**config.mk**
```make
export PLATFORM = sky130hd
export DESIGN_NAME = ar_channel
export DESIGN_NICKNAME = d
export VERILOG_FILES = /design/src/common/axi_rd_pkg.sv /design/src/read_channel/ar_channel.sv
export SDC_FILE = /design/constraint.sdc
export NUM_CORES = 1
export LEC_CHECK = 0
export BUFFER_PORTS_ARGS = -buffer_cell sky130_fd_sc_hd__buf_2
export CAP_MARGIN = 15
export CORE_MARGIN = 2
export CORE_UTILIZATION = 39
export DETAILED_ROUTE_END_ITERATION = 8
export GPL_ROUTABILITY_DRIVEN = 0
export PLACE_DENSITY = 0.78
export SYNTH_ARGS = -nofsm -noshare
export SYNTH_HDL_FRONTEND = slang
export SYNTH_SLANG_ARGS = --single-unit
export TNS_END_PERCENT = 30
```
**constraint.sdc**
```tcl
create_clock -name clk -period 5 [get_ports clk]
set_input_delay 0.25 -clock clk [delete_from_list [all_inputs] [get_ports clk]]
set_output_delay 0.25 -clock clk [all_outputs]
set_load 0.02 [all_outputs]
```
**src/common/axi_rd_pkg.sv**
```systemverilog
`default_nettype none

package axi_rd_pkg;

	localparam int axi_addr_width = 32;
	localparam int data_width = 32;
	localparam int id_width = 4;
	localparam int len_width = 8;

	typedef enum logic [1:0] {
		BURST_FIXED = 2'd0,
		BURST_INCR = 2'd1,
		BURST_WRAP = 2'd2
	} burst_e;

	// Same coding as the AXI ARSIZE field
	typedef enum logic [2:0] {
		SIZE_1B = 3'd0,
		SIZE_2B = 3'd1,
		SIZE_4B = 3'd2
	} size_e;

	typedef enum logic [1:0] {
		AR_IDLE,
		AR_VALID,
		AR_WAIT_DATA
	} ar_state_e;

	typedef enum logic [1:0] {
		R_IDLE,
		R_DATA,
		R_DONE
	} r_state_e;

	typedef struct packed {
		logic [id_width-1:0] id;
		logic [axi_addr_width-1:0] addr;
		logic [len_width-1:0] len;
		size_e size;
		burst_e burst;
	} rd_req_t;

	typedef struct packed {
		logic [id_width-1:0] arid;
		logic [axi_addr_width-1:0] araddr;
		logic [len_width-1:0] arlen;
		size_e arsize;
		burst_e arburst;
	} axi_ar_t;

	typedef struct packed {
		logic [id_width-1:0] rid;
		logic [data_width-1:0] rdata;
		logic rlast;
	} axi_r_t;

endpackage

`default_nettype wire

```
**src/read_channel/ar_channel.sv**
```systemverilog
`default_nettype none

module ar_channel import axi_rd_pkg::*; (
	input wire logic clk,
	input wire logic resetn,
	input wire logic req_valid,
	input rd_req_t req,
	input wire logic busy,
	input wire logic last_beat,
	output logic arvalid,
	input wire logic arready,
	output axi_ar_t ar,
	output logic ar_done,
	output rd_req_t req_q
);

	ar_state_e state, state_next;
	logic accept;

	// Requests arriving mid-transfer are dropped
	assign accept = req_valid && !busy && (state == AR_IDLE);

	always_ff @(posedge clk or negedge resetn) begin
		if (!resetn) begin
			state <= AR_IDLE;
		end else begin
			state <= state_next;
		end
	end

	always_ff @(posedge clk) begin
		if (accept) begin
			req_q <= req;
		end
	end

	always_comb begin
		state_next = state;
		case (state)
			AR_IDLE: begin
				if (accept)
					state_next = AR_VALID;
			end
			AR_VALID: begin
				if (arready)
					state_next = AR_WAIT_DATA;
			end
			AR_WAIT_DATA: begin
				if (last_beat)
					state_next = AR_IDLE;
			end
			default: state_next = AR_IDLE;
		endcase
	end

	assign arvalid = (state == AR_VALID);
	assign ar_done = arvalid && arready;

	// Payload comes from the latch so it holds steady while stalled
	assign ar.arid = req_q.id;
	assign ar.araddr = req_q.addr;
	assign ar.arlen = req_q.len;
	assign ar.arsize = req_q.size;
	assign ar.arburst = req_q.burst;

endmodule

`default_nettype wire

```
# --- After elaboration in Yosys (flattened, before gate mapping) ---
# Cells that the tools add are included.
classes:
  mux: 4
  eq_ne: 5
  n_reduce_logical: 6
op_table:
  columns: ["cell", "count"]
  rows:
  - ["$mux W2", 3]
  - ["$pmux W2 S3", 1]
  - ["$ne A2 B2 Y1 const B", 2]
  - ["$logic_and A1 B1 Y1", 3]
  - ["$reduce_and A3 Y1", 1]
  - ["$eq A2 B1 Y1 const B", 1]
  - ["$eq A2 B2 Y1 const B", 1]
  - ["$logic_not A2 Y1", 1]
  - ["$ne A2 B1 Y1 const B", 1]
  - ["$logic_not A1 Y1", 1]
word_totals:
  reg_bits: 51
  out_inout_bits: 100

# --- Longest topological paths before layout ---
depth:
  ltp_word: 5
  depth_mapped: 2
  depth_no_buf: 2

# --- Least setup slack after synthesis ---
# OpenSTA, ideal clock, no wires.
synth_timing:
  path_kind: "reg2reg"
  from: "reg state[0]"
  to: "reg req_q, in the netlist ar[0] (enable)"
  arrival_time_ps: 3217
  setup_time_ps: 487
  period_less_slack_ps: 3704
  required_time_ps: 4513
  path_slack_ps: 1296
  path_stages_with_launch: 2
  cell_sequence: "dfrtp_1 nor4b_2"
synth_between:
  elab_chain_len: 2
synth_rtl:
  columns: ["item", "line", "rtl"]
  rows:
  - ["from (decl)", "ar_channel.sv:17", "ar_state_e state, state_next;"]
  - ["from (signal assigned)", "ar_channel.sv:27", "state <= state_next;"]
  - ["$logic_not A2 Y1", "ar_channel.sv:21", "assign accept = req_valid && !busy && (state == AR_IDLE);"]
  - ["$logic_and A1 B1 Y1", "ar_channel.sv:21", null]
  - ["via accept", "ar_channel.sv:18", "logic accept;"]
  - ["to (signal assigned)", "ar_channel.sv:33", "req_q <= req;"]
  - ["to (decl)", "ar_channel.sv:14", "output rd_req_t req_q"]
# The timed path passes the listed nets, and every way through them passes these cells.
# A chain may end at the register's enable or synchronous reset.

# --- Worst setup path after layout ---
layout_timing:
  from: "reg state[0]"
  to: "reg req_q, in the netlist ar[38] (enable)"
# Same word-level chain as after synthesis.

==> summary.md <==
| Metric | Value |
|---|---|
| Minimum clock period | 1.420 ns |
| Core Rows | 25 |
| CTS Buffer Depth | 2 |
| Global route total overflow | 0 |
| Worst slew pin tran | 0.3164 ns |
| Max-cap violations | 0 |
| TritonCTS clock tree | built |
| Worst path slowest cell | dfrtp_1 |
| Vias in the first global route | 1109 |
| Initial antenna violation count | 0 |
| Share of cells above drive strength 1 | 0.7387 |
| Final-report setup violation count | 0 |
| FMAX | 0.7041 GHz |
| Die area | 5567 um2 |
| Reg2reg end | ar[38]$_DFFE_PP_ |
| Critical-path cell list | nor4b_4 > buf_4 |
| Total CTS buffers | 5 |
| Place WS | 3.582 ns |
| Worst Setup SP | state[0]$_DFFE_PN0P_ |
| Global-route wire length before repair | 5.133 mm |
| Crit path kind | register to register |
| Vias | 1194 |
| Critical Path End | ar[38]$_DFFE_PP_ |
| DR iter-0 viols | 32 |
| Final Skew | 0.002441 ns |
| Area Overhead vs Synth | 32.24% |
| Worst-path fanout max | 26 |
| Post-Layout Cell Count | 289 |
| Worst setup margin | 3.580 ns |
| CTS H-tree lvls | 2 |
| Largest family of logic cells by synthesized area | buffers and inverters |
| Maximum resistive drop on vdd | 0.1371 mV |
| R2r startpoint | state[0]$_DFFE_PN0P_ |
| Final Power | 0.9577 mW |
| Hold Crit Class | input pin to register |
| CP Depth | 2 |
| CP peak stage delay | 0.43 ns |
| DR pass1 iterations | 4 |
| DRC | 0 |
| Slew Limit Fails | 0 |
| Largest net degree at the start of global routing | 27 |
| RSZ-0062 raised after global routing | false |
| CTS sink cnt | 51 |
| Mux contribution to synthesized area | 0 |
| Final Cell Area | 2571 um2 |
| Power per cell area | 372.5 nW/um2 |
| Avg Cell Area, Syn | 18.17 um2 |
| Io pins | 155 |
| Fill count | 419 |
| Critical Path Source Type | register |
| Seq cells post-synth | 51 |
| Synth Area in XOR/XNOR | 0 |
| CTS clk-pin slew, worst paths | 0.08 ns |
| Post-Synth Adder-Cell Area | 0 |
| Layout Nets | 277 |
| Status | finished, final reports clean |
| Max-slew headroom | 0.7891 |
| Static Leak | 1.190 nW |
| WP data required | 4.97 ns |
| Worst EP arrival | 1.39 ns |
| Vias per cell | 4.131 |
| Sum of buffers and inverters on the critical path | 1 |
| Placed insts | 281 |
| Sequential share of the synthesized area | 0.7825 |
| Synth Area in Simple Gates | 0.02252 |
| Ys Warns | 0 |
| Final hold violation count | 0 |
| Reg-to-reg slack, setup | 3.58 ns |
| Mapped Area | 1944 um2 |
| Worst skew pair latency | 0.29 ns |
| Initial Util | 0.4089 |
| Area of the core | 4755 um2 |
| N_diodes | 0 |
| Cts repair resizes | 0 |
| Fin crit share | 0.2840 |
| Syn nets | 162 |
| PortBufs | 154 |
| Root buf cell | clkbuf_8 |
| Die Height | 74.61 um |
| Delay-heaviest family, CP | flip-flops |
| Drt wl/cell | 13.90 um |
| CP Capture Type | register |
| WL final | 4.018 mm |
| Compound-gate portion of the synthesized area | 0.003861 |
| Cells on worst reg2reg path | 2 |
| Placed cell areas | 2455 um2 |
| Detail Route Antenna Nets | 0 |
| Post-synthesis cell count | 107 |
| Total Negative Setup Slacks | 0 ns |
| GRT Overall Usage | 0.1260 |
| Unique cell type count in the Yosys netlist | 10 |
| Die Span X | 74.61 um |
| Dpl hpwl | 3.315 mm |
-- state kept, by name, indices dropped and copies added (netlist names) --
signal	flops
state	2
ar	49
-- where the power goes --
part | total, mW | switching, mW | internal (mW)
Clock | 0.267 | 0.121 | 0.146
Sequential | 0.522 | 0.0154 | 0.507
Combinational | 0.168 | 0.111 | 0.0571
Total | 0.958 | 0.247 | 0.710
-- how the worst min path moves through the flow --
stage	cells past startpoint	from	slack, ns	end
global placement	1	resetn	0.04	state[1]$_DFFE_PN0P_
detailed placement	1	resetn	0.04	state[0]$_DFFE_PN0P_
floorplan	0	resetn	-0.05	state[0]$_DFFE_PN0P_
global route	1	req[34]	0.11	ar[34]$_DFFE_PP_
CTS	1	req[24]	0.12	ar[24]$_DFFE_PP_
finish	1	req[32]	0.13	ar[32]$_DFFE_PP_
-- through the flow --
| step | hold slack [ns] | utilization |
|---|---|---|
| floorplan | -0.04559 | - |
| finish | 0.1323 | 0.5408 |
| detailed placement | 0.04050 | 0.5163 |
| global placement | 0.03547 | 0.5163 |
| global route | 0.1121 | 0.5408 |
| CTS | 0.1196 | 0.5408 |
-- cells by family (layout without fill, tap and decap cells) --
| family | after synthesis | after routing |
|---|---|---|
| buffers and inverters | 50 | 165 |
| AOI/OAI and AO/OA | 1 | 1 |
| DFF | 51 | 51 |
| and+or+nand+nor | 5 | 5 |
-- worst register-to-register path: stages (launching register included) --
cell and delay, ns:
dfrtp_1 0.43, nor4b_4 0.30, buf_4 0.35
-- cell usage after synthesis, drive strengths merged --
cell	n	area [um2]
dfrtp	2	50.05
and3b	1	8.760
inv	1	3.750
buf	49	367.9
edfxtp	49	1471
nor4b	1	15.01
nor2b	1	6.260
nor3b	1	7.510
or2	1	6.260
a21o	1	7.510
-- cell type report --
type,instances,area (um2),area share
well taps,67,83.83,0.03260
multi-input cells,6,60.06,0.02336
clock buffers,5,68.82,0.02676
inverters,1,3.754,0.001460
clock inverters,2,37.54,0.01460
repair buffers,157,795.8,0.3095
flip-flops and latches,51,1521,0.5917
-- layer usage --
layer	vias to the layer above	GRT usage	part of all wire
met3	4	0.04953	0.10
li1	553	-	-
met2	79	0.2527	0.57
met4	0	0.02976	0.0052
met5	-	0	0
met1	558	0.1173	0.32
-- repair_timing --
item                                   4_1_cts  5_1_grt
setup buffers                                0        0
setup endpoints to repair                    0        0
endpoints found under the hold margin        2        0
hold buffers                                 1        0
-- cells in the final DEF, fill, tap and decap left out --
cell,Yosys,routed
buf_2,0,154
edfxtp_1,49,49
clkbuf_8,0,5
buf_4,49,2
dfrtp_1,2,2
nor4b_4,0,1
nor2b_1,1,1
and3b_1,1,1
inv_1,1,1
a21o_1,1,1
nor3b_1,1,1
or2_1,1,1
bufinv_16,0,1
clkinvlp_4,0,1
dlygate4sd3_1,0,1
No activity file was read; power rests on OpenSTA's default activity.
