<file path="config.mk">
export PLATFORM = sky130hd
export DESIGN_NAME = r_channel
export DESIGN_NICKNAME = d
export VERILOG_FILES = /design/src/common/axi_rd_pkg.sv /design/src/read_channel/r_channel.sv
export SDC_FILE = /design/constraint.sdc
export NUM_CORES = 1
export LEC_CHECK = 0
export BUFFER_PORTS_ARGS = -buffer_cell sky130_fd_sc_hd__buf_2
export CAP_MARGIN = 20
export CORE_ASPECT_RATIO = 1.1
export CORE_MARGIN = 4
export CORE_UTILIZATION = 35
export DETAILED_ROUTE_END_ITERATION = 10
export GPL_ROUTABILITY_DRIVEN = 0
export MAX_ROUTING_LAYER = met4
export PLACE_DENSITY = 0.8
export SYNTH_ARGS = -nofsm -noshare
export SYNTH_HDL_FRONTEND = slang
export SYNTH_SLANG_ARGS = --single-unit
</file>
<file path="constraint.sdc">
create_clock -name clk -period 1.9 [get_ports clk]
set_clock_uncertainty 0.1 [all_clocks]
set_input_delay 0.285 -clock clk [delete_from_list [all_inputs] [get_ports clk]]
set_output_delay 0.285 -clock clk [all_outputs]
set_load 0.05 [all_outputs]
</file>
<file path="src/common/axi_rd_pkg.sv">
`default_nettype none

package axi_rd_pkg;

	localparam int axi_addr_width = 32;
	localparam int data_width = 32;
	localparam int id_width = 4;
	localparam int len_width = 8;

	typedef enum logic [1:0] {
		BURST_FIXED = 2'd0,
		BURST_INCR = 2'd1,
		BURST_WRAP = 2'd2
	} burst_e;

	// Same coding as the AXI ARSIZE field
	typedef enum logic [2:0] {
		SIZE_1B = 3'd0,
		SIZE_2B = 3'd1,
		SIZE_4B = 3'd2
	} size_e;

	typedef enum logic [1:0] {
		AR_IDLE,
		AR_VALID,
		AR_WAIT_DATA
	} ar_state_e;

	typedef enum logic [1:0] {
		R_IDLE,
		R_DATA,
		R_DONE
	} r_state_e;

	typedef struct packed {
		logic [id_width-1:0] id;
		logic [axi_addr_width-1:0] addr;
		logic [len_width-1:0] len;
		size_e size;
		burst_e burst;
	} rd_req_t;

	typedef struct packed {
		logic [id_width-1:0] arid;
		logic [axi_addr_width-1:0] araddr;
		logic [len_width-1:0] arlen;
		size_e arsize;
		burst_e arburst;
	} axi_ar_t;

	typedef struct packed {
		logic [id_width-1:0] rid;
		logic [data_width-1:0] rdata;
		logic rlast;
	} axi_r_t;

endpackage

`default_nettype wire

</file>
<file path="src/read_channel/r_channel.sv">
`default_nettype none

module r_channel import axi_rd_pkg::*; #(
	parameter int mem_addr_width = 12
) (
	input wire logic clk,
	input wire logic resetn,
	input wire logic ar_done,
	input rd_req_t req_q,
	input wire logic rvalid,
	output logic rready,
	input axi_r_t r,
	output logic busy,
	output logic done,
	output logic last_beat,
	output logic load,
	output logic step,
	input wire logic [mem_addr_width-1:0] beat_addr,
	output logic wr_en,
	output logic [mem_addr_width-1:0] wr_addr,
	output logic [data_width-1:0] wr_data,
	output size_e wr_bytes
);

	r_state_e state, state_next;
	logic beat;

	assign rready = (state == R_DATA);
	assign busy = (state == R_DATA);
	assign done = (state == R_DONE);

	assign beat = rvalid && rready;
	assign last_beat = beat && r.rlast;

	// First beat address is loaded as the data phase opens
	assign load = ar_done && (state == R_IDLE);
	assign step = beat;

	always_ff @(posedge clk or negedge resetn) begin
		if (!resetn) begin
			state <= R_IDLE;
			wr_en <= 1'b0;
		end else begin
			state <= state_next;
			wr_en <= beat;
		end
	end

	// Beat is turned into a memory write one cycle later
	always_ff @(posedge clk) begin
		if (beat) begin
			wr_addr <= beat_addr;
			wr_data <= r.rdata;
			wr_bytes <= req_q.size;
		end
	end

	always_comb begin
		state_next = state;
		case (state)
			R_IDLE: begin
				if (ar_done)
					state_next = R_DATA;
			end
			R_DATA: begin
				if (last_beat)
					state_next = R_DONE;
			end
			R_DONE: begin
				state_next = R_IDLE;
			end
			default: state_next = R_IDLE;
		endcase
	end

endmodule

`default_nettype wire

</file>
* Word-level counts from Yosys, hierarchy flattened
Index checks and enable logic that the tools add are counted.
Operators by class: equality and inequality tests 4, muxes and demuxes 3, reduce and logical (&&, ||, !) cells 5
Operator list (count):
- $mux 2 | 2
- $pmux 2 s2 | 1
- $logic_and 1x1->1 | 3
- $eq 2x1->1 const B | 1
- $eq 2x2->1 const B | 1
- $logic_not 2->1 | 1
- $ne 2x1->1 const B | 1
- $ne 2x2->1 const B | 1
- $reduce_and 2->1 | 1
Word-level totals: output and inout bits 54, word-level logic and storage cells 17, bits in registers 50, bits of input ports 102

* Longest topological paths before layout
Gate-level depths: netlist of run 1.
depth after elaboration 5, depth in mapped cells 2, mapped depth without buffers 2

* Least setup slack after synthesis of run 1
No wires, ideal clock.
path type register to register, start point register state[0], end point register wr_addr[0] (enable), data arrival time 1.661 ns, path slack -0.253 ns, data required time 1.407 ns, buffers on the path 0, stages on the path, launching flop included 3, period minus slack after synthesis 2.153 ns, cells stage by stage dfrtp_1 -> nor2b_4 -> and2_2
Between the ends: cells in the longest elaborated chain, start to end 2
RTL lines:
- start, declared | RTL line r_channel.sv:25 | r_state_e state, state_next;
- start signal, assigned | RTL line r_channel.sv:44 | state <= state_next;
- $eq 2x1->1
- net busy | RTL line r_channel.sv:13 | output logic busy,
- $logic_and 1x1->1 | RTL line r_channel.sv:32 | assign beat = rvalid && rready;
- net step | RTL line r_channel.sv:17 | output logic step,
- end signal, assigned | RTL line r_channel.sv:52 | wr_addr <= beat_addr;
- end, declared | RTL line r_channel.sv:20 | output logic [mem_addr_width-1:0] wr_addr,
The timed path passes the listed nets, and every way through them passes these cells. A chain may end at the register's enable or synchronous reset.

* Worst setup path after layout of run 1
start point register state[0], end point output last_beat
Between the ends: cells in the longest elaborated chain, start to end 3
RTL lines:
- $eq 2x1->1 | RTL line r_channel.sv:28 | assign rready = (state == R_DATA);
- $logic_and 1x1->1 | RTL line r_channel.sv:32
- $logic_and 1x1->1 | RTL line r_channel.sv:33 | assign last_beat = beat && r.rlast;
- end, declared | RTL line r_channel.sv:15 | output logic last_beat,
No other way between the ends.

==> results of run 1 <==
## registers in the layout (all words and copies together) (netlist names)
register and flops:
state 2, wr_en 1, wr_data 32, wr_bytes 3, wr_addr 12
## final timing paths
path | end | startpoint
max in group asynchronous | state[0] | resetn
worst min-delay path | wr_addr[7] | beat_addr[7]
worst max register to register | wr_data[1] | state[0]
worst max-delay path | last_beat | state[0]
min in group asynchronous | wr_en | resetn
worst min register to register | state[0] | state[1]
## Yosys cell counts (all sizes together)
cell | n | area (sq um)
a311oi | 1 | 8.76
nor3b | 1 | 7.51
and2b | 1 | 8.76
buf | 1 | 7.51
edfxtp | 47 | 1410
nor2 | 1 | 3.75
dfrtp | 3 | 75.1
and2 | 1 | 7.51
and3 | 2 | 12.5
nor2b | 1 | 13.8
## metrics by stage
step           instance area, sq um  hold WS, ps  instances
2_1_floorplan                  1560         -111         59
3_3_place_gp                   2190        -17.8        219
3_5_place_dp                   2190        -13.4        219
4_1_cts                        2300         38.5        229
5_1_grt                        2300         23.4        229
6_report                       2300         54.0        229
## power by group
part | switching, mW | internal [mW]
sequential | 0.0286 | 1.33
combinational | 0.489 | 0.150
clock | 0.346 | 0.266
## placed cells by master, fill, tap and decap left out
master,synthesis,routed
a311oi_1,1,1
and2_4,0,1
and2b_2,1,1
and3_1,2,2
buf_12,0,2
buf_2,0,104
buf_4,1,2
clkbuf_8,0,5
clkinv_4,0,1
clkinvlp_4,0,1
dfrtp_1,3,3
dlygate4sd3_1,0,1
edfxtp_1,47,47
inv_6,0,1
nor2_1,1,1
nor2b_4,1,1
nor3b_2,0,1
## layout make-up
class,count,area share (%)
clock buffer,5,2.99
multi-input combinational,8,2.99
timing repair buffer,109,25.4
sequential,50,64.6
clock inverter,3,1.09
tap,54,2.93
## metal layers
| metal | routed length (um) | up-vias | GRT usage, % |
|---|---|---|---|
| met3 | 486 | 6 | 6.22 |
| met1 | 1150 | 456 | 14.0 |
| li1 | - | 461 | - |
| met2 | 1550 | 77 | 18.2 |
| met4 | 55 | 0 | 5.08 |
| met5 | 0 | - | - |
## timing repair
item / in CTS / in global routing
setup endpoints to repair: 1 / 0
buffers inserted: 1 / 0
hold endpoints to repair: 3 / 0
hold buffers: 1 / 0
resized for setup: 1 / 0
## cell families after synthesis
| logic type | count (synthesis) |
|---|---|
| buf+inv | 1 |
| compound gates | 1 |
| flops | 50 |
| simple gates | 7 |
## critical path, cell delays in order, from the launching register on
cell and delay (ps):
dfrtp_1 460, nor2b_4 220, and3_1 170, buf_2 260
==> reports/qor.yml, run 1 <==
multiInputGateArea_sq_um: 68.8
overflow: 0
cap_violations: 0
coreArea_sq_um: 4290
synth_xor_xnor_area_share_pct: 0
syn_inst: 59
finalMaxSlewViolations: 0
cts_tree: "built"
cts_inserted_buffers: 5
max-slew-margin-rel_pct: 82.5
htree_levels: 2
start_util_pct: 36.3
grt_pass1_wl_um: 4910
fin_util_pct: 53.7
drive_gt1_share_pct: 68.6
endpoint_kind: "output port"
synthDistinctLibCells: 10
dr.pass1.iters: 4
grt_pass1_vias: 1051
ys_warn_count: 0
cp_data_required_time_ps: 1510
fin_ws_ps: 117
cts-root-buf: "clkbuf_8"
power.total_mw: 2.61
final_hold_viol_count: 0
crit_path_max_fanout: 5
fin_tns_setup_ps: 0
dieWidth_um: 71.6
grt.total_usage_pct: 12.3
crit_path_start_kind: "flop"
synth-simple-area-share_pct: 3.46
cts_sinks: 50
seq_area_frac_synth_pct: 95.5
rsz0062_at_grt: "false"
dieArea_sq_um: 5580
holdPathStages: 1
period_minus_slack_ps: 1780
drt_first_iter_violations: 63
fmax_ghz: 0.561
synth_compound_area_share_pct: 0.563
setup_viol_count_final: 0
synth_area_sq_um: 1560
routed_wl_um: 3240
vias: 1000
clkLatencyLatePin_ps: 300
hp-class: "in -> reg"
nFillCells: 345
grt_max_degree: 19
worst-slew-pin-transition_ps: 265
wl_per_cell_um: 14.1
synth-seq-cells: 50
die_h_um: 77.9
portBuffers: 105
synth_top_family_by_area: "simple AND/OR/NAND/NOR gates"
reg2regPathDepth: 4
ir_worst_vdd_mv: 0.656
nets: 276
worstSetupPathType: "reg -> out"
p_per_area_nw_per_um2: 1130
avgSynthCellArea_sq_um: 26.4
synth_nets: 161
path_clk_slew_ps: 90
final_antenna_net_count: 0
diodes: 0
areaGrowthSynthToFinish_pct: 47.9
synth-adder-area-share_pct: 0
hpwl_um: 2560
p_leak_nw: 1.01
antenna_found_initial: 0
drcViolationCount: 0
critical_path_arrival_ps: 1400
io_pins: 156
r2r_slack_ps: 240
area.sequential_sq_um: 1490
synth.area.mux_share_pct: 0
viasPerCell: 4.37
place_ws_ps: 266
run_status: "completed"
num_rows: 25
clk_path_buf_depth: 2
finalCritPeriodShare_pct: 93.8
Power figures use the tool's default switching activity.
==> run 2: changes to the inputs <==
- SETUP_SLACK_MARGIN: default -> 0.3
==> reports/qor.yml, run 2 (synthesized netlist as in run 1, its figures left out) <==
cts_tree: "built"
worst-slew-pin-transition_ps: 277  # +12.0 ps
hp-class: "in -> reg"
nFillCells: 335  # -2.9%
path_delay_family: "simple AND/OR/NAND/NOR gates"
largest-register: "wr_data"
largest_reg_flops: 32  # unchanged
max-slew-margin-rel_pct: 81.4  # -1.0 points
power.total_mw: 2.85  # +9.4%
grtUsageMet1_pct: 11.5  # -2.5 points
grt_util_met2_pct: 20.9  # +2.7 points
max_stage_delay_ps: 410  # -50 ps
dieWidth_um: 71.6  # unchanged
grt-busiest-layer: "met2"
gr-usage-met3_pct: 4.40  # -1.8 points
drcViolationCount: 0  # unchanged
dpl.cell_count: 219  # unchanged
finalCritPeriodShare_pct: 86.4  # -7.4 points
dieArea_sq_um: 5580  # unchanged
diodes: 0  # unchanged
routed_wl_um: 3310  # +2.1%
fmax_ghz: 0.609  # +8.6%
grt_pass1_vias: 1052  # +0.095%
crit_path_start_kind: "flop"
run_status: "completed"
grt.total_usage_pct: 12.1  # -0.15 points
cts_sinks: 50  # unchanged
grt_pass1_wl_um: 4890  # -0.27%
die_h_um: 77.9  # unchanged
critical_path.cell_chain: "nor2b_4 -> and3_4 -> buf_8"
period_minus_slack_ps: 1640  # -141 ps
fin_tns_setup_ps: 0  # unchanged
cap_violations: 0  # unchanged
overflow: 0  # unchanged
final_common_cell: "buf_2"
final_hold_viol_count: 0  # unchanged
nets: 278  # +0.72%
wl_per_cell_um: 14.3  # +1.2%
path_clk_slew_ps: 80  # about the same
areaGrowthSynthToFinish_pct: 52.9
reg2reg_from: "state[0]"
ir_worst_vdd_mv: 0.755  # +15%
viasPerCell: 4.27  # -2.3%
hp-start: "req_q[4]"
drt_first_iter_violations: 32  # -49%
critPathBufInv: 1  # unchanged
start_util_pct: 36.3  # unchanged
mostFrequentLayoutCells: "buf_2, edfxtp_1, clkbuf_8"
rsz0062_at_grt: "true"
setup_viol_count_final: 0  # unchanged
portBuffers: 105  # unchanged
drive_gt1_share_pct: 69.5  # +0.92 points
io_pins: 156  # unchanged
p_per_area_nw_per_um2: 1200  # +5.8%
crit_path_max_fanout: 5  # unchanged
finalMaxSlewViolations: 0  # unchanged
clkLatencyLatePin_ps: 290  # about the same
fin_util_pct: 55.5  # +1.8 points
worstSetupPathType: "reg -> out"
critPathLaunch: "state[0]"
top_regs: "wr_data (32), wr_addr (12), wr_bytes (3)"
cp_data_required_time_ps: 1510  # about the same
critical_path_arrival_ps: 1260  # -140 ps
cts_inserted_buffers: 5  # unchanged
num_rows: 25  # unchanged
htree_levels: 2  # unchanged
final_cell_count_no_fill: 231  # +0.87%
vias: 986  # -1.4%
endpoint_kind: "output port"
critPathSlowestCell: "dfrtp_1"
grt_max_degree: 32  # +13
dr.pass1.iters: 4  # unchanged
final_antenna_net_count: 0  # unchanged
hold-worst-slack_ps: 62.9  # +8.87 ps
p_leak_nw: 1.04  # +3.1%
clk_path_buf_depth: 2  # unchanged
coreArea_sq_um: 4290  # unchanged
cts-root-buf: "clkbuf_8"
antenna_found_initial: 0  # unchanged
[run 2: cell count changes in the layout (fill, tap and decap cells not counted), moves of 2 or more]
cell / before / now
bufinv_16: 0 / 2
buf_2: 104 / 101
buf_8: 0 / 2
buf_6: 0 / 2
buf_4: 2 / 4
[run 2: worst reg2reg max path, cell delays in order (launching register included)]
cell and delay, ps:
dfrtp_1 410, nor2b_4 210, and2_4 180, buf_4 120, buf_12 190
[run 2: timing repair]
item,in CTS,in global routing
gates resized for setup,9,4
pin swaps,2,0
endpoints found under the hold margin,3,0
endpoints found under the setup margin,6,23
hold buffers,1,0
setup buffers,3,0
[run 2: per-layer routing]
metal	wire length, um	share of wire [%]	vias to the layer above
li1	-	-	464
met2	1790	54	64
met4	47	1.4	0
met1	1100	33	452
met5	0	0	-
met3	374	11	6
[run 2: stage by stage]
| stage | area, sq um | worst slack, ps |
|---|---|---|
| global placement | 2180 | 463 |
| global route | 2380 | 181 |
| floorplan | 1560 | 52.7 |
| finish | 2380 | 259 |
| detailed placement | 2180 | 443 |
| CTS | 2370 | 268 |
[run 2: final cells by class]
type | instances | area, sq um | share of cell area [%]
flip-flops and latches | 50 | 1490 | 62.5
repair buffers | 111 | 618 | 26.0
multi-input cells | 8 | 73.8 | 3.10
clock buffers | 5 | 68.8 | 2.89
well taps | 54 | 67.6 | 2.84
clock inverters | 3 | 63.8 | 2.68
[run 2: path summary, 6_finish.rpt]
check                           slack, ps  cells after the start     endpoint
worst max-delay path                  260                      3    last_beat
worst min-delay path                   60                      1  wr_bytes[2]
worst max register to register        380                      4   wr_addr[9]
worst min register to register        520                      2     state[0]
max in group asynchronous            1370                      2     state[1]
min in group asynchronous             210                      2        wr_en
[run 2: power by group]
part	internal [mW]	switching [mW]
Clock	0.520	0.318
Sequential	1.33	0.0254
Combinational	0.165	0.495
Total	2.01	0.839
==> run 3: changes to the inputs <==
--- a/config.mk
+++ b/config.mk
@@ -7,5 +7,5 @@
 export LEC_CHECK = 0
 export BUFFER_PORTS_ARGS = -buffer_cell sky130_fd_sc_hd__buf_2
-export CAP_MARGIN = 20
+export CAP_MARGIN = 0
 export CORE_ASPECT_RATIO = 1.1
 export CORE_MARGIN = 4
==> constraint.sdc (replaced) <==
create_clock -name clk -period 1.9 [get_ports clk]
set_clock_uncertainty 0.1 [all_clocks]
set_input_delay 0.38 -clock clk [delete_from_list [all_inputs] [get_ports clk]]
set_output_delay 0.38 -clock clk [all_outputs]
set_load 0.05 [all_outputs]
==> reports/qor.yml, run 3 (synthesized netlist as in run 1, its figures left out) <==
fin_tns_setup_ps: 0  # unchanged
placed_area_sq_um: 2170  # -0.34%
finalCritPeriodShare_pct: 90.8  # +4.4 points
run_status: "completed"
htree_levels: 2  # unchanged
final_cell_count_no_fill: 232  # +0.43%
dieWidth_um: 71.6  # unchanged
cap_violations: 0  # unchanged
viasPerCell: 4.34  # +1.8%
dpl.cell_count: 218  # -0.46%
worst-slew-pin-transition_ps: 262  # -14.7 ps
final_hold_viol_count: 0  # unchanged
coreArea_sq_um: 4290  # unchanged
die_h_um: 77.9  # unchanged
critPathSlowestCell: "dfrtp_2"
num_rows: 25  # unchanged
grt_pass1_vias: 1084  # +3.0%
ir_worst_vdd_mv: 0.628  # -17%
largest_reg_flops: 32  # unchanged
critPathBufInv: 1  # unchanged
max_stage_delay_ps: 450  # +40 ps
areaGrowthSynthToFinish_pct: 55.0
internal_power_mw: 1.92  # -4.5%
drive_gt1_share_pct: 70.2  # +0.73 points
grt_pass1_wl_um: 4960  # +1.4%
top_regs: "wr_data (32), wr_addr (12), wr_bytes (3)"
grt.total_usage_pct: 12.3  # +0.13 points
cts_inserted_buffers: 5  # unchanged
power.switching_mw: 0.859  # +2.4%
vias: 1008  # +2.2%
hold-worst-slack_ps: 155  # +92.1 ps
p_leak_nw: 1.05  # +1.4%
endpoint_kind: "output port"
portBuffers: 105  # unchanged
power_frac_seq_pct: 48.6  # +1.2 points
cts-root-buf: "clkbuf_8"
critical_path.cell_chain: "nor2b_4 -> and3_4 -> buf_8"
wl_per_cell_um: 14.7  # +2.7%
overflow: 0  # unchanged
combinationalPowerShare_pct: 25.7  # +2.5 points
p_clk_share_pct: 25.7  # -3.7 points
crit_path_max_fanout: 4  # -1
finalMaxSlewViolations: 0  # unchanged
largest-register: "wr_data"
path_clk_slew_ps: 90  # about the same
grt_max_degree: 49  # +53%
antenna_found_initial: 0  # unchanged
final_antenna_net_count: 0  # unchanged
period_minus_slack_ps: 1720  # +83.4 ps
rsz0062_at_grt: "true"
final_common_cell: "buf_2"
cts_tree: "built"
fin_ws_ps: 175  # -83.4 ps
sw_frac_of_total_pct: 30.9  # +1.5 points
start_util_pct: 36.3  # unchanged
nets: 279  # +0.36%
cp_data_required_time_ps: 1420  # -90 ps
clk_path_buf_depth: 2  # unchanged
dieArea_sq_um: 5580  # unchanged
mostFrequentLayoutCells: "buf_2, edfxtp_1, clkbuf_8"
clkLatencyLatePin_ps: 290  # about the same
setup_viol_count_final: 0  # unchanged
place_ws_ps: 368  # -75.5 ps
worstSetupPathType: "reg -> out"
path_delay_family: "flip-flops"
drcViolationCount: 0  # unchanged
post-route-cell-area_sq_um: 2410  # +1.4%
dr.pass1.iters: 4  # unchanged
critical_path_arrival_ps: 1240  # -20 ps
crit_path_start_kind: "flop"
drt_first_iter_violations: 47  # +47%
hp-class: "in -> reg"
io_pins: 156  # unchanged
fmax_ghz: 0.580  # -4.8%
max-slew-margin-rel_pct: 82.6  # +1.2 points
diodes: 0  # unchanged
p_per_area_nw_per_um2: 1150  # -3.8%
routed_wl_um: 3410  # +3.1%
cts_sinks: 50  # unchanged
run 3: power by group through the flow:
| stage | registers (mW) | clock network, mW | logic, mW |
|---|---|---|---|
| 2_1_floorplan | 1.70 | 0 | 0.135 |
| 3_3_place_gp | 1.38 | 0 | 0.615 |
| 3_5_place_dp | 1.38 | 0 | 0.623 |
| 4_1_cts | 1.35 | 0.734 | 0.694 |
| 5_1_grt | 1.36 | 0.783 | 0.749 |
| 6_report | 1.35 | 0.715 | 0.716 |
run 3: per-layer routing:
metal  GRT usage (%)  share of wire, %
met1            12.3                35
met2            21.0                54
met3            5.18                10
met4            4.51               1.3
met5               -                 0
run 3: stage by stage:
stage / utilization, % / total power, mW
2_1_floorplan: - / 1.83
3_3_place_gp: 50.6 / 1.99
3_5_place_dp: 50.6 / 2.00
4_1_cts: 55.4 / 2.78
5_1_grt: 56.3 / 2.89
6_report: 56.3 / 2.78
run 3: path summary, 6_finish.rpt:
kind / start / end / slack [ps] / depth (start not counted)
min in group asynchronous: resetn / state[1] / 320 / 2
worst min register to register: state[1] / state[0] / 410 / 1
worst max register to register: state[1] / wr_data[30] / 360 / 4
worst min-delay path: r[18] / wr_data[17] / 150 / 1
worst max-delay path: state[1] / last_beat / 180 / 3
max in group asynchronous: resetn / state[1] / 1260 / 2
run 3: cell type report:
type	count	area (sq um)
Clock inverter	3	40.0
Sequential cell	50	1490
Multi-Input combinational cell	8	73.8
Clock buffer	5	68.8
Fill cell	333	1870
Timing Repair Buffer	112	674
Tap cell	54	67.6
run 3: timing repair:
item | 4_1_cts | 5_1_grt
buffers inserted | 4 | 0
resized for setup | 17 | 3
gates cloned | 0 | 1
hold buffers | 1 | 0
setup endpoints to repair | 6 | 53
hold endpoints to repair | 3 | 0
pin swaps | 2 | 1
