<file path="src/common/axi_rd_pkg.sv">
`default_nettype none

package axi_rd_pkg;

	localparam int axi_addr_width = 32;
	localparam int data_width = 32;
	localparam int id_width = 4;
	localparam int len_width = 8;

	typedef enum logic [1:0] {
		BURST_FIXED = 2'd0,
		BURST_INCR = 2'd1,
		BURST_WRAP = 2'd2
	} burst_e;

	// Same coding as the AXI ARSIZE field
	typedef enum logic [2:0] {
		SIZE_1B = 3'd0,
		SIZE_2B = 3'd1,
		SIZE_4B = 3'd2
	} size_e;

	typedef enum logic [1:0] {
		AR_IDLE,
		AR_VALID,
		AR_WAIT_DATA
	} ar_state_e;

	typedef enum logic [1:0] {
		R_IDLE,
		R_DATA,
		R_DONE
	} r_state_e;

	typedef struct packed {
		logic [id_width-1:0] id;
		logic [axi_addr_width-1:0] addr;
		logic [len_width-1:0] len;
		size_e size;
		burst_e burst;
	} rd_req_t;

	typedef struct packed {
		logic [id_width-1:0] arid;
		logic [axi_addr_width-1:0] araddr;
		logic [len_width-1:0] arlen;
		size_e arsize;
		burst_e arburst;
	} axi_ar_t;

	typedef struct packed {
		logic [id_width-1:0] rid;
		logic [data_width-1:0] rdata;
		logic rlast;
	} axi_r_t;

endpackage

`default_nettype wire

</file>
<file path="src/read_channel/beat_addr_gen.sv">
`default_nettype none

module beat_addr_gen import axi_rd_pkg::*; #(
	parameter int mem_addr_width = 12
) (
	input wire logic clk,
	input wire logic resetn,
	input wire logic load,
	input wire logic step,
	input rd_req_t req_q,
	output logic [mem_addr_width-1:0] beat_addr
);

	logic [mem_addr_width-1:0] beat_q;
	logic [mem_addr_width-1:0] step_bytes;
	logic [mem_addr_width-1:0] win_bytes;
	logic [mem_addr_width-1:0] next_incr;
	logic [mem_addr_width-1:0] next_addr;

	assign step_bytes = mem_addr_width'(1) << req_q.size;

	// Wrap window is (len+1) beats of 2^size bytes
	assign win_bytes = mem_addr_width'({1'b0, req_q.len} + 9'd1) << req_q.size;

	assign next_incr = beat_q + step_bytes;

	always_comb begin
		case (req_q.burst)
			BURST_FIXED: next_addr = beat_q;
			BURST_INCR: next_addr = next_incr;
			BURST_WRAP: begin
				if ((next_incr & (win_bytes - 1'b1)) == '0)
					next_addr = next_incr - win_bytes;
				else
					next_addr = next_incr;
			end
			default: next_addr = next_incr;
		endcase
	end

	always_ff @(posedge clk or negedge resetn) begin
		if (!resetn) begin
			beat_q <= '0;
		end else if (load) begin
			beat_q <= req_q.addr[mem_addr_width-1:0];
		end else if (step) begin
			beat_q <= next_addr;
		end
	end

	assign beat_addr = beat_q;

endmodule

`default_nettype wire

</file>
<file path="config.mk">
export PLATFORM = sky130hd
export DESIGN_NAME = beat_addr_gen
export DESIGN_NICKNAME = d
export VERILOG_FILES = /design/src/common/axi_rd_pkg.sv /design/src/read_channel/beat_addr_gen.sv
export SDC_FILE = /design/constraint.sdc
export NUM_CORES = 1
export LEC_CHECK = 0
export BUFFER_PORTS_ARGS = -buffer_cell sky130_fd_sc_hd__buf_2
export CORE_UTILIZATION = 40
export DETAILED_ROUTE_END_ITERATION = 16
export SLEW_MARGIN = 20
export SYNTH_ARGS = -nofsm -noshare
export SYNTH_HDL_FRONTEND = slang
export SYNTH_SLANG_ARGS = --single-unit
</file>
<file path="constraint.sdc">
create_clock -name clk -period 6.1 [get_ports clk]
set_input_delay 0.61 -clock clk [delete_from_list [all_inputs] [get_ports clk]]
set_output_delay 0.61 -clock clk [all_outputs]
set_load 0.01 [all_outputs]
</file>
# Word-level counts from Yosys, hierarchy flattened
# Cells that the tools add are included.
# totals
reg_bits	12
wordCells	18
# classes
addsub	4
eq_ne	2
n_shift	2
muxes	4
n_bitwise	1
n_reduce_logical	4
# ops
op	n
$mux 12	3
$pmux 12 s2	1
$add 12x12->12	1
$and 12x12->12	1
$logic_not 12->1	1
$shl 1x3->12 const A	1
$shl 9x3->12	1
$sub 12x1->12 const B	1
$sub 12x12->12	1
$add 8x1->9 const B	1
$eq 2x2->1 const B	1
$logic_not 2->1	1
$ne 2x2->1 const B	1
$reduce_and 2->1	1
$reduce_bool 2->1	1

# Longest topological paths before layout
# Gate-level depths: netlist of run 1.
# depth
depth_word	9
depth_mapped	19
ltp_nobuf	17

# Worst setup path before layout of run 1
# No wires, ideal clock.
# synth_path
path_kind	input to register
start	in req_q[4] in the netlist's numbering
end	reg beat_q[11] (netlist: beat_addr[11])
setup_time_ns	0.120
t_arrival_ns	4.594
t_required_ns	5.980
slack_ns	1.386
stages	19
path_buffers	3
cell_sequence	clkbuf_1 clkbuf_1 clkbuf_1 nor2_1 ha_1 fa_1 a211oi_1 o21ai_0 a21o_1 a21o_1 a211oi_1 inv_1 ha_1 nand2_1 nor4b_1 nor4b_1 or3b_1 mux2i_1 nor2b_1
# synth_via
elab_chain_len	8
elab_cells_between_ends	11
# synth_rtl
element	line	rtl
start: declaration	beat_addr_gen.sv:10	input rd_req_t req_q,
parallel branches: the longest is 5 deep, another holds $add 12x12->12	--	
$pmux 12 s2 *	beat_addr_gen.sv:28	case (req_q.burst)
$mux 12 *	beat_addr_gen.sv:46	end else if (step) begin
$mux 12 *	beat_addr_gen.sv:44	end else if (load) begin
end signal: assignment	beat_addr_gen.sv:45	beat_q <= req_q.addr[mem_addr_width-1:0];
end signal: assignment	beat_addr_gen.sv:47	beat_q <= next_addr;
end: declaration	beat_addr_gen.sv:14	logic [mem_addr_width-1:0] beat_q;
# Every way passes the cells marked *. The select of a mux whose other input is x is not followed.
# A chain may end at the register's enable or synchronous reset.

# Worst setup path in the final report of run 1
# layout_path
start	in req_q[3] in the netlist's numbering
end	reg beat_q[3] (netlist: beat_addr[3])
# The elaborated chain is that of the path after synthesis.

==> results.tsv, run 1 <==
metric	value	unit
largest family of logic cells by synthesized area	compound AO/OA/AOI/OAI gates	
Clock Sinks	12	
arrival time worst endpoint	5020	ps
postcts setup bufs	0	
Avg WL per Cell	15.85	µm
H-tree depth	1	
Initial Utilization	42.03	%
RSZ-0062 raised after global routing	false	
final setup margin	1255	ps
Cell variety after synth	85	
leading cell type in the layout, fill and taps excluded	buf_2	
total of warnings raised by yosys	0	
Die Ht	87.19	µm
Clock Latency Late Sink	240	ps
Clock Root Buffer	clkbuf_8	
fin crit period	4845	ps
Buffers on Ports	40	
simple-gate share of the synthesized area	27.80	%
syn_nets	449	
sequential share of the synthesized area	10.34	%
crit path from	req_q[3]	
Total Routing Usage GR	21.74	%
synthesized area per cell	7.761	µm²
Max FO, Critical Path	17	
Seq cells post-synth	12	
hold buffer count at cts	0	
core area	6907	µm²
max-slew violations	0	
Adder-Cell Fraction of Synth Area	10.34	%
top-level I/O count	65	
Die Footprint	7601	µm²
worst slack, placed	1100	ps
worst min-delay path class	in2async	
Finished Core Util	46.38	%
Lkg Pwr	0.001346	µW
max incr delay on CP	640	ps
CP startpoint kind	primary input	
post-synthesis cell count	374	
skew final	3.203	ps
Max clock buf depth	2	
gr ovfl total	0	
Worst-path clk slew	50	ps
most frequent cells in the layout	buf_2 (40), nor2_1 (29), nand2_1 (24), ha_1 (20), o21ai_0 (16)	
half-perimeter wire length after placement	6431	µm
Area growth syn-to-layout	10.34	%
Antenna Cells	0	
first-pass GRT wire length	13320	µm
Largest register FFs	12	
Site Rows	30	
IR drop worst, VDD	0.00006055	V
Final setup viols	0	
WL final	7940	µm
DR DRC count	0	
vias	2970	
dominant synthesized flop cell	dfrtp_1	
Max Cap Violations	0	
slowest CP cell	or4b_1	
Reg area	300.3	µm²
Compound-Gate Fraction of Synth Area	33.28	%
Final Wtd Congestion	0.9117	
final hold viol count	0	
CTS tree	yes	
DR vias/cell	5.928	
fill cell instance count of the final layout	748	
layout cells sized above 1	18.52	%
Crit. End Element	register	
total CTS buffers	3	
First-pass DRT Iterations	4	
critical path type	in2reg	
# nets final	482	
hold slack final	251.8	ps
post-synthesis mux area share	5.517	%
initial antenna violation count	0	
fin crit share	79.43	%
Post-Synth XOR/XNOR Area	7.241	%
area taken by multi-input logic gates	2444	µm²
worst r2r src	beat_addr[0]	
Die X	87.19	µm
Mapped Area	2903	µm²
asr flop ratio synth	100.0	%
Fmax	206.4	MHz
power density over cell area	183.7	nW/µm²
PostCTS Resize Cnt	0	
Post-synth EDFFs	0	
pin count of the biggest net entering global routing	28	
run status	complete, no violations	
antenna viol nets, final	0	
DR iter-0 viols	98	
Slew Limit Headroom	42.04	%
CP required	6280	ps
Least-Margin Pin Slew	847.4	ps
worst-path cell chain	buf_2, inv_1, nand2_1, nor2_1, fa_1, a211oi_1, o21ai_0, a21o_1, a21o_1, a211oi_1, a21oi_1, a221oi_1, nand4_1, or4b_1, nand3_1	
R2R depth	12	
vias in the first global route	2837	
overall power	588.3	µW
Fin Setup TNS	0	ps
## worst paths after layout
kind	to	slack, ps
worst max-delay path	beat_addr[3]	1260
worst min-delay path	beat_addr[1]	250
worst max register to register	beat_addr[3]	1910
worst min register to register	beat_addr[4]	540
max in group asynchronous	beat_addr[8]	5610
min in group clk	beat_addr[4]	540
## where the power goes
group	internal, µW	total (µW)	switching [µW]
combinational	177	413	236
clock	43.6	73.1	29.5
sequential	90.5	103	12.0
total	311	588	277
## logic make-up after synthesis
family | count (synthesis)
compound gates | 122
xor+xnor | 24
fa+ha+maj | 23
buf+inv | 34
flops | 12
mux | 15
simple gates | 144
## routing by layer
metal  share of wire, %  track usage (%)
met5                  0                0
met4                1.5            7.004
met3                3.1           0.6635
met2                 47            37.37
met1                 49            29.38
## Yosys cell counts (5+ instances only)
cell type,number,area (µm²)
a211oi_1,8,60.06
a21o_1,5,37.54
a21oi_1,13,65.06
a22oi_1,8,60.06
a31oi_1,5,31.28
and3_1,5,31.28
clkbuf_1,5,18.77
dfrtp_1,12,300.3
ha_1,20,250.2
inv_1,15,56.30
mux2i_1,13,130.1
nand2_1,24,90.09
nand2b_1,10,62.56
nand3_1,13,65.06
nand4_1,8,50.05
nor2_1,29,108.9
nor3_1,12,60.06
o211ai_1,5,37.54
o21a_1,6,45.04
o21ai_0,16,80.08
o21ai_1,5,25.02
o22ai_1,6,37.54
xnor2_1,15,131.4
xor2_1,9,78.83
## worst max-delay path, delay by kind of cell
kind	cells	cell delay (ps)
AOI/OAI and AO/OA	7	1870
adders and majority gates	1	470
buffers and inverters	2	520
and+or+nand+nor	5	1530
## stage by stage
step | cell area (µm²) | cells
2_1_floorplan | 2903 | 374
3_3_place_gp | 3162 | 498
3_5_place_dp | 3162 | 498
4_1_cts | 3203 | 501
5_1_grt | 3203 | 501
6_report | 3203 | 501
## layout make-up
type                       instances  share of cell area, %
sequential                        12                  9.375
clock buffer                       3                  1.289
multi-input combinational        328                  76.29
timing repair buffer              44                  7.188
tap                               96                  3.750
inverter                          18                  2.109
Note: power is estimated with default switching activity, not from simulation.
==> run 2, diff against run 1 <==
Clock period 6.1 ns to 5.04 ns, I/O delays scaled along.
==> run 2 against run 1 <==
Flip-flop and latch count stayed put. Clock skew down 2.5 ps. Cell area up 1.6%. Die area is the same. Final cell count rose by 1.4%. First-iteration DRC count increased by 100%. Critical path depth grew 2. Hold slack got worse by 120 ps. Worst setup slack worse by 610 ps. Non-clock buffer count is 7 higher. Highest routed layer unchanged.
==> results.tsv, run 2 (synthesized netlist as in run 1, its figures left out) <==
metric	value	unit	change
run status	complete, no violations		
Final setup viols	0		unchanged
skew final	0.6586	ps	-2.544 ps
CP startpoint kind	primary input		
Clock power frac	12.0	%	-0.4 points
core area	6907	µm²	unchanged
Fmax	227.7	MHz	
final instance area	3256	µm²	+1.6%
fill cell instance count of the final layout	727		-2.8%
worst r2r src	beat_addr[0]		
Logic pwr share	70.6	%	+0.5 points
Worst R2R End	beat_addr[11]		
Flop pwr share	17.4	%	about the same
Lkg Pwr	0.001379	µW	+2.5%
vias in the first global route	2729		-3.8%
postcts setup bufs	0		unchanged
Fin Setup TNS	0	ps	unchanged
worst min-delay path class	in2async		
H-tree depth	1		unchanged
Slew Limit Headroom	50.22	%	+8.2 points
antenna viol nets, final	0		unchanged
Avg WL per Cell	15.89	µm	+0.24%
Crit. End Element	register		
Worst-path clk slew	50	ps	about the same
Buffers on Ports	40		unchanged
most frequent cells in the layout	buf_2 (40), nor2_1 (29), nand2_1 (24), ha_1 (20), o21ai_0 (16)		
Final Wtd Congestion	0.9376		+2.8%
vias	2997		+0.91%
Clock Latency Late Sink	240	ps	about the same
area taken by multi-input logic gates	2444	µm²	unchanged
IR drop worst, VDD	0.00007277	V	+20%
# nets final	489		+1.5%
WL final	8070	µm	+1.6%
first-pass GRT wire length	13510	µm	+1.4%
leading cell type in the layout, fill and taps excluded	buf_2		
setup slack, reg-to-reg	940	ps	-970 ps
DR vias/cell	5.900		-0.48%
First-pass DRT Iterations	5		+1
critical path type	in2reg		
RSZ-0062 raised after global routing	false		
Area growth syn-to-layout	12.16	%	
layout cells sized above 1	19.90	%	+1.4 points
total net switching power	335.5	µW	+21%
Site Rows	30		unchanged
CTS tree	yes		
arrival time worst endpoint	4520	ps	-500 ps
Largest register FFs	12		unchanged
Max FO, Critical Path	10		-7
hold buffer count at cts	0		unchanged
final hold viol count	0		unchanged
DR iter-0 viols	198		+100%
internal power	381.3	µW	+23%
Max Cap Violations	0		unchanged
half-perimeter wire length after placement	6617	µm	+2.9%
gr ovfl total	0		unchanged
DR DRC count	0		unchanged
Clock Sinks	12		unchanged
Least-Margin Pin Slew	743.9	ps	-103.5 ps
initial antenna violation count	0		unchanged
Clock Root Buffer	clkbuf_8		
Total Routing Usage GR	22.43	%	+0.69 points
Reg area	300.3	µm²	unchanged
PostCTS Resize Cnt	0		unchanged
Antenna Cells	0		unchanged
top-level I/O count	65		unchanged
pin count of the biggest net entering global routing	23		-18%
fin crit period	4391	ps	
CP required	5170	ps	-1110 ps
max-slew violations	0		unchanged
placed inst area	3214	µm²	+1.7%
Die X	87.19	µm	unchanged
fin crit share	87.12	%	
Die Ht	87.19	µm	unchanged
power density over cell area	220.2	nW/µm²	+20%
R2R depth	16		+4
total CTS buffers	3		unchanged
Max clock buf depth	2		unchanged
switching part of the total	46.81	%	-0.36 points
hold slack final	136.6	ps	-115.2 ps
Die Footprint	7601	µm²	unchanged
Initial Utilization	42.03	%	unchanged
## run 2: cell count changes in the layout (fill, tap and decap cells not counted), sizes merged
| cell | before | now |
|---|---|---|
| buf | 44 | 51 |
## run 2: routing by layer
layer	share of wire [%]	track usage (%)
met3	3.7	0.5687
met5	0	0
met1	48	30.44
met4	1.2	5.365
met2	47	39.37
## run 2: area by class of cell
class,count,share of cell area (%)
sequential,12,9.224
inverter,18,2.075
multi-input combinational,328,75.06
tap,96,3.689
timing repair buffer,51,8.686
clock buffer,3,1.268
## run 2: worst max path at each step
stage | startpoint | end | slack (ps) | cells past startpoint
after floorplan | req_q[4] | beat_addr[11] | 430 | 19
after global placement | req_q[2] | beat_addr[11] | 530 | 19
after detailed placement | req_q[3] | beat_addr[11] | 500 | 17
after CTS | req_q[3] | beat_addr[11] | 720 | 17
after global routing | req_q[3] | beat_addr[11] | 370 | 17
final | req_q[3] | beat_addr[11] | 650 | 17
## run 2: power by group through the flow
stage                     Clock (µW)  Sequential [µW]  Combinational, µW
after floorplan                    0              130                379
after global placement             0              126                494
after detailed placement           0              126                500
after CTS                       87.4              125                504
after global routing            91.7              127                569
final                           85.9              125                506
## run 2: critical path, stage by stage
cell	delay, ps
buf_2	150
buf_4	190
nand2b_1	160
nor2_1	70
ha_1	360
o21ai_0	170
or4b_2	640
nand3_1	190
ha_1	260
nor3_1	80
a211o_1	340
o2111a_1	280
nor4b_1	430
nor4b_1	120
or3b_1	360
mux2i_1	140
nor2b_1	60
## run 2: per-stage QoR
| step | utilization, % | total power [µW] | instances | setup WS [ps] |
|---|---|---|---|---|
| finish | 47.14 | 716.9 | 508 | 649.2 |
| global route | 47.14 | 788.2 | 508 | 370.7 |
| CTS | 47.14 | 715.7 | 508 | 724.3 |
| detailed placement | 46.54 | 626.7 | 505 | 501.9 |
| global placement | 46.54 | 619.7 | 505 | 534.0 |
| floorplan | - | 509.7 | 374 | 432.2 |
==> run 3, diff against run 2 <==
Settings changed: CORE_MARGIN set to 3, CORE_UTILIZATION 40 to 46, PLACE_DENSITY set to 0.7, SETUP_SLACK_MARGIN set to 0.05.
==> run 3 against run 2 <==
Via count up 1.2%. Hold slack got worse by 7.8 ps. Flip-flop and latch count unchanged. Critical path depth rose by 1. Critical endpoint unchanged. Largest cell class unchanged. Largest power group unchanged. Highest routed layer unchanged.
==> results.tsv, run 3 (synthesized netlist as in run 1, its figures left out) <==
metric	value	unit	change
gr ovfl total	0		unchanged
setup slack, reg-to-reg	1060	ps	+120 ps
top-level I/O count	65		unchanged
Clock Latency Late Sink	240	ps	about the same
power density over cell area	223.1	nW/µm²	+1.3%
Die X	85.44	µm	-2.0%
Buffers on Ports	40		unchanged
Least-Margin Pin Slew	753.9	ps	+10.04 ps
Area growth syn-to-layout	10.99	%	
met1 track demand over resource	29.04	%	-1.4 points
initial antenna violation count	0		unchanged
WL final	7798	µm	-3.4%
Crit. End Element	register		
leading cell type in the layout, fill and taps excluded	buf_2		
Fin Setup TNS	0	ps	unchanged
Initial Utilization	48.17	%	+6.1 points
arrival time worst endpoint	4570	ps	+50 ps
H-tree depth	1		unchanged
vias in the first global route	2820		+3.3%
DR iter-0 viols	153		-23%
Final setup viols	0		unchanged
most frequent cells in the layout	buf_2 (40), nor2_1 (29), nand2_1 (24), ha_1 (20), o21ai_0 (16)		
pin count of the biggest net entering global routing	27		+17%
Flop pwr share	17.3	%	about the same
CP startpoint kind	primary input		
antenna viol nets, final	0		unchanged
Clock Sinks	12		unchanged
final hold viol count	0		unchanged
Lkg Pwr	0.001374	µW	-0.35%
IR drop worst, VDD	0.0001564	V	+110%
Total Routing Usage GR	21.76	%	-0.67 points
Max clock buf depth	2		unchanged
CTS tree	yes		
critical path type	in2reg		
area taken by multi-input logic gates	2444	µm²	unchanged
max-slew violations	0		unchanged
placed insts	483		-4.4%
final non-filler cell total	486		-4.3%
Avg WL per Cell	16.05	µm	+1.0%
core area	6026	µm²	-13%
switching part of the total	46.99	%	+0.18 points
Largest register FFs	12		unchanged
Clock power frac	12.2	%	+0.2 points
met2 Track Usage GR	38.35	%	-1.0 points
Max Cap Violations	0		unchanged
first-pass GRT wire length	13320	µm	-1.4%
Die Ht	85.44	µm	-2.0%
gr busiest metal	met2		
Die Footprint	7300	µm²	-4.0%
hold buffer count at cts	0		unchanged
Slew Limit Headroom	49.55	%	-0.67 points
DR DRC count	0		unchanged
fill cell instance count of the final layout	595		-18%
total net switching power	337.7	µW	+0.66%
total CTS buffers	3		unchanged
met3 Use GR	0.8738	%	+0.31 points
skew final	4.479	ps	+3.820 ps
Logic pwr share	70.5	%	about the same
Max FO, Critical Path	26		+16
worst min-delay path class	in2async		
DR vias/cell	6.243		+5.8%
First-pass DRT Iterations	4		-1
fin crit period	4440	ps	+49.36 ps
overall power	718.8	µW	+0.27%
Final Wtd Congestion	0.8969		-4.3%
Finished Core Util	53.47	%	+6.3 points
vias	3034		+1.2%
half-perimeter wire length after placement	6420	µm	-3.0%
Site Rows	28		-6.7%
fin crit share	88.10	%	+0.98 points
RSZ-0062 raised after global routing	false		
postcts setup bufs	0		unchanged
# nets final	488		-0.20%
Antenna Cells	0		unchanged
PostCTS Resize Cnt	0		unchanged
Fmax	225.2	MHz	-1.1%
run status	complete, no violations		
Worst-path clk slew	50	ps	about the same
internal power	381.0	µW	about the same
layout cells sized above 1	19.71	%	-0.19 points
CP required	5170	ps	about the same
Clock Root Buffer	clkbuf_8		
Reg area	300.3	µm²	unchanged
-- run 3: per-layer routing --
layer | share of wire [%] | wire (µm)
met1 | 46 | 3571
met2 | 48 | 3713
met3 | 5.5 | 426
met4 | 1.1 | 87
met5 | 0 | 0
-- run 3: worst paths after layout --
check / depth (start not counted) / to / start
worst max-delay path: 18 / beat_addr[11] / req_q[2]
worst min-delay path: 1 / beat_addr[0] / resetn
worst max register to register: 15 / beat_addr[11] / beat_addr[0]
worst min register to register: 2 / beat_addr[0] / beat_addr[0]
max in group asynchronous: 1 / beat_addr[11] / resetn
min in group clk: 3 / beat_addr[4] / req_q[17]
-- run 3: power groups by stage --
| stage | clock network, µW | registers [µW] | logic, µW |
|---|---|---|---|
| finish | 87.7 | 125 | 506 |
| global route | 91.9 | 127 | 565 |
| CTS | 87.0 | 125 | 502 |
| detailed placement | 0 | 126 | 499 |
| global placement | 0 | 126 | 488 |
| floorplan | 0 | 130 | 379 |
-- run 3: area by class of cell --
cell class | instances | share of cell area, %
multi-input combinational | 328 | 75.84
sequential | 12 | 9.320
timing repair buffer | 50 | 8.544
tap | 75 | 2.913
inverter | 18 | 2.097
clock buffer | 3 | 1.282
-- run 3: worst max-delay path, stage by stage --
cell and delay (ps):
buf_2 340, or2_1 210, nor2_1 50, ha_1 230, fa_1 430, a211oi_1 320, o21ai_0 150, a21o_1 190
a21o_1 200, a211oi_1 320, inv_1 110, ha_1 340, nand2_1 80, nor4b_1 410, nor4b_1 130, or3b_1 360
mux2i_1 130, nor2b_1 60
-- run 3: through the flow --
step                      area [µm²]  hold slack [ps]  worst slack [ps]
after floorplan                 2903            208.4             432.2
after global placement          3181            395.7             432.8
after detailed placement        3181            399.3             372.9
after CTS                       3222            146.6             612.4
after global routing            3222            150.3             161.5
final                           3222            128.8             599.9
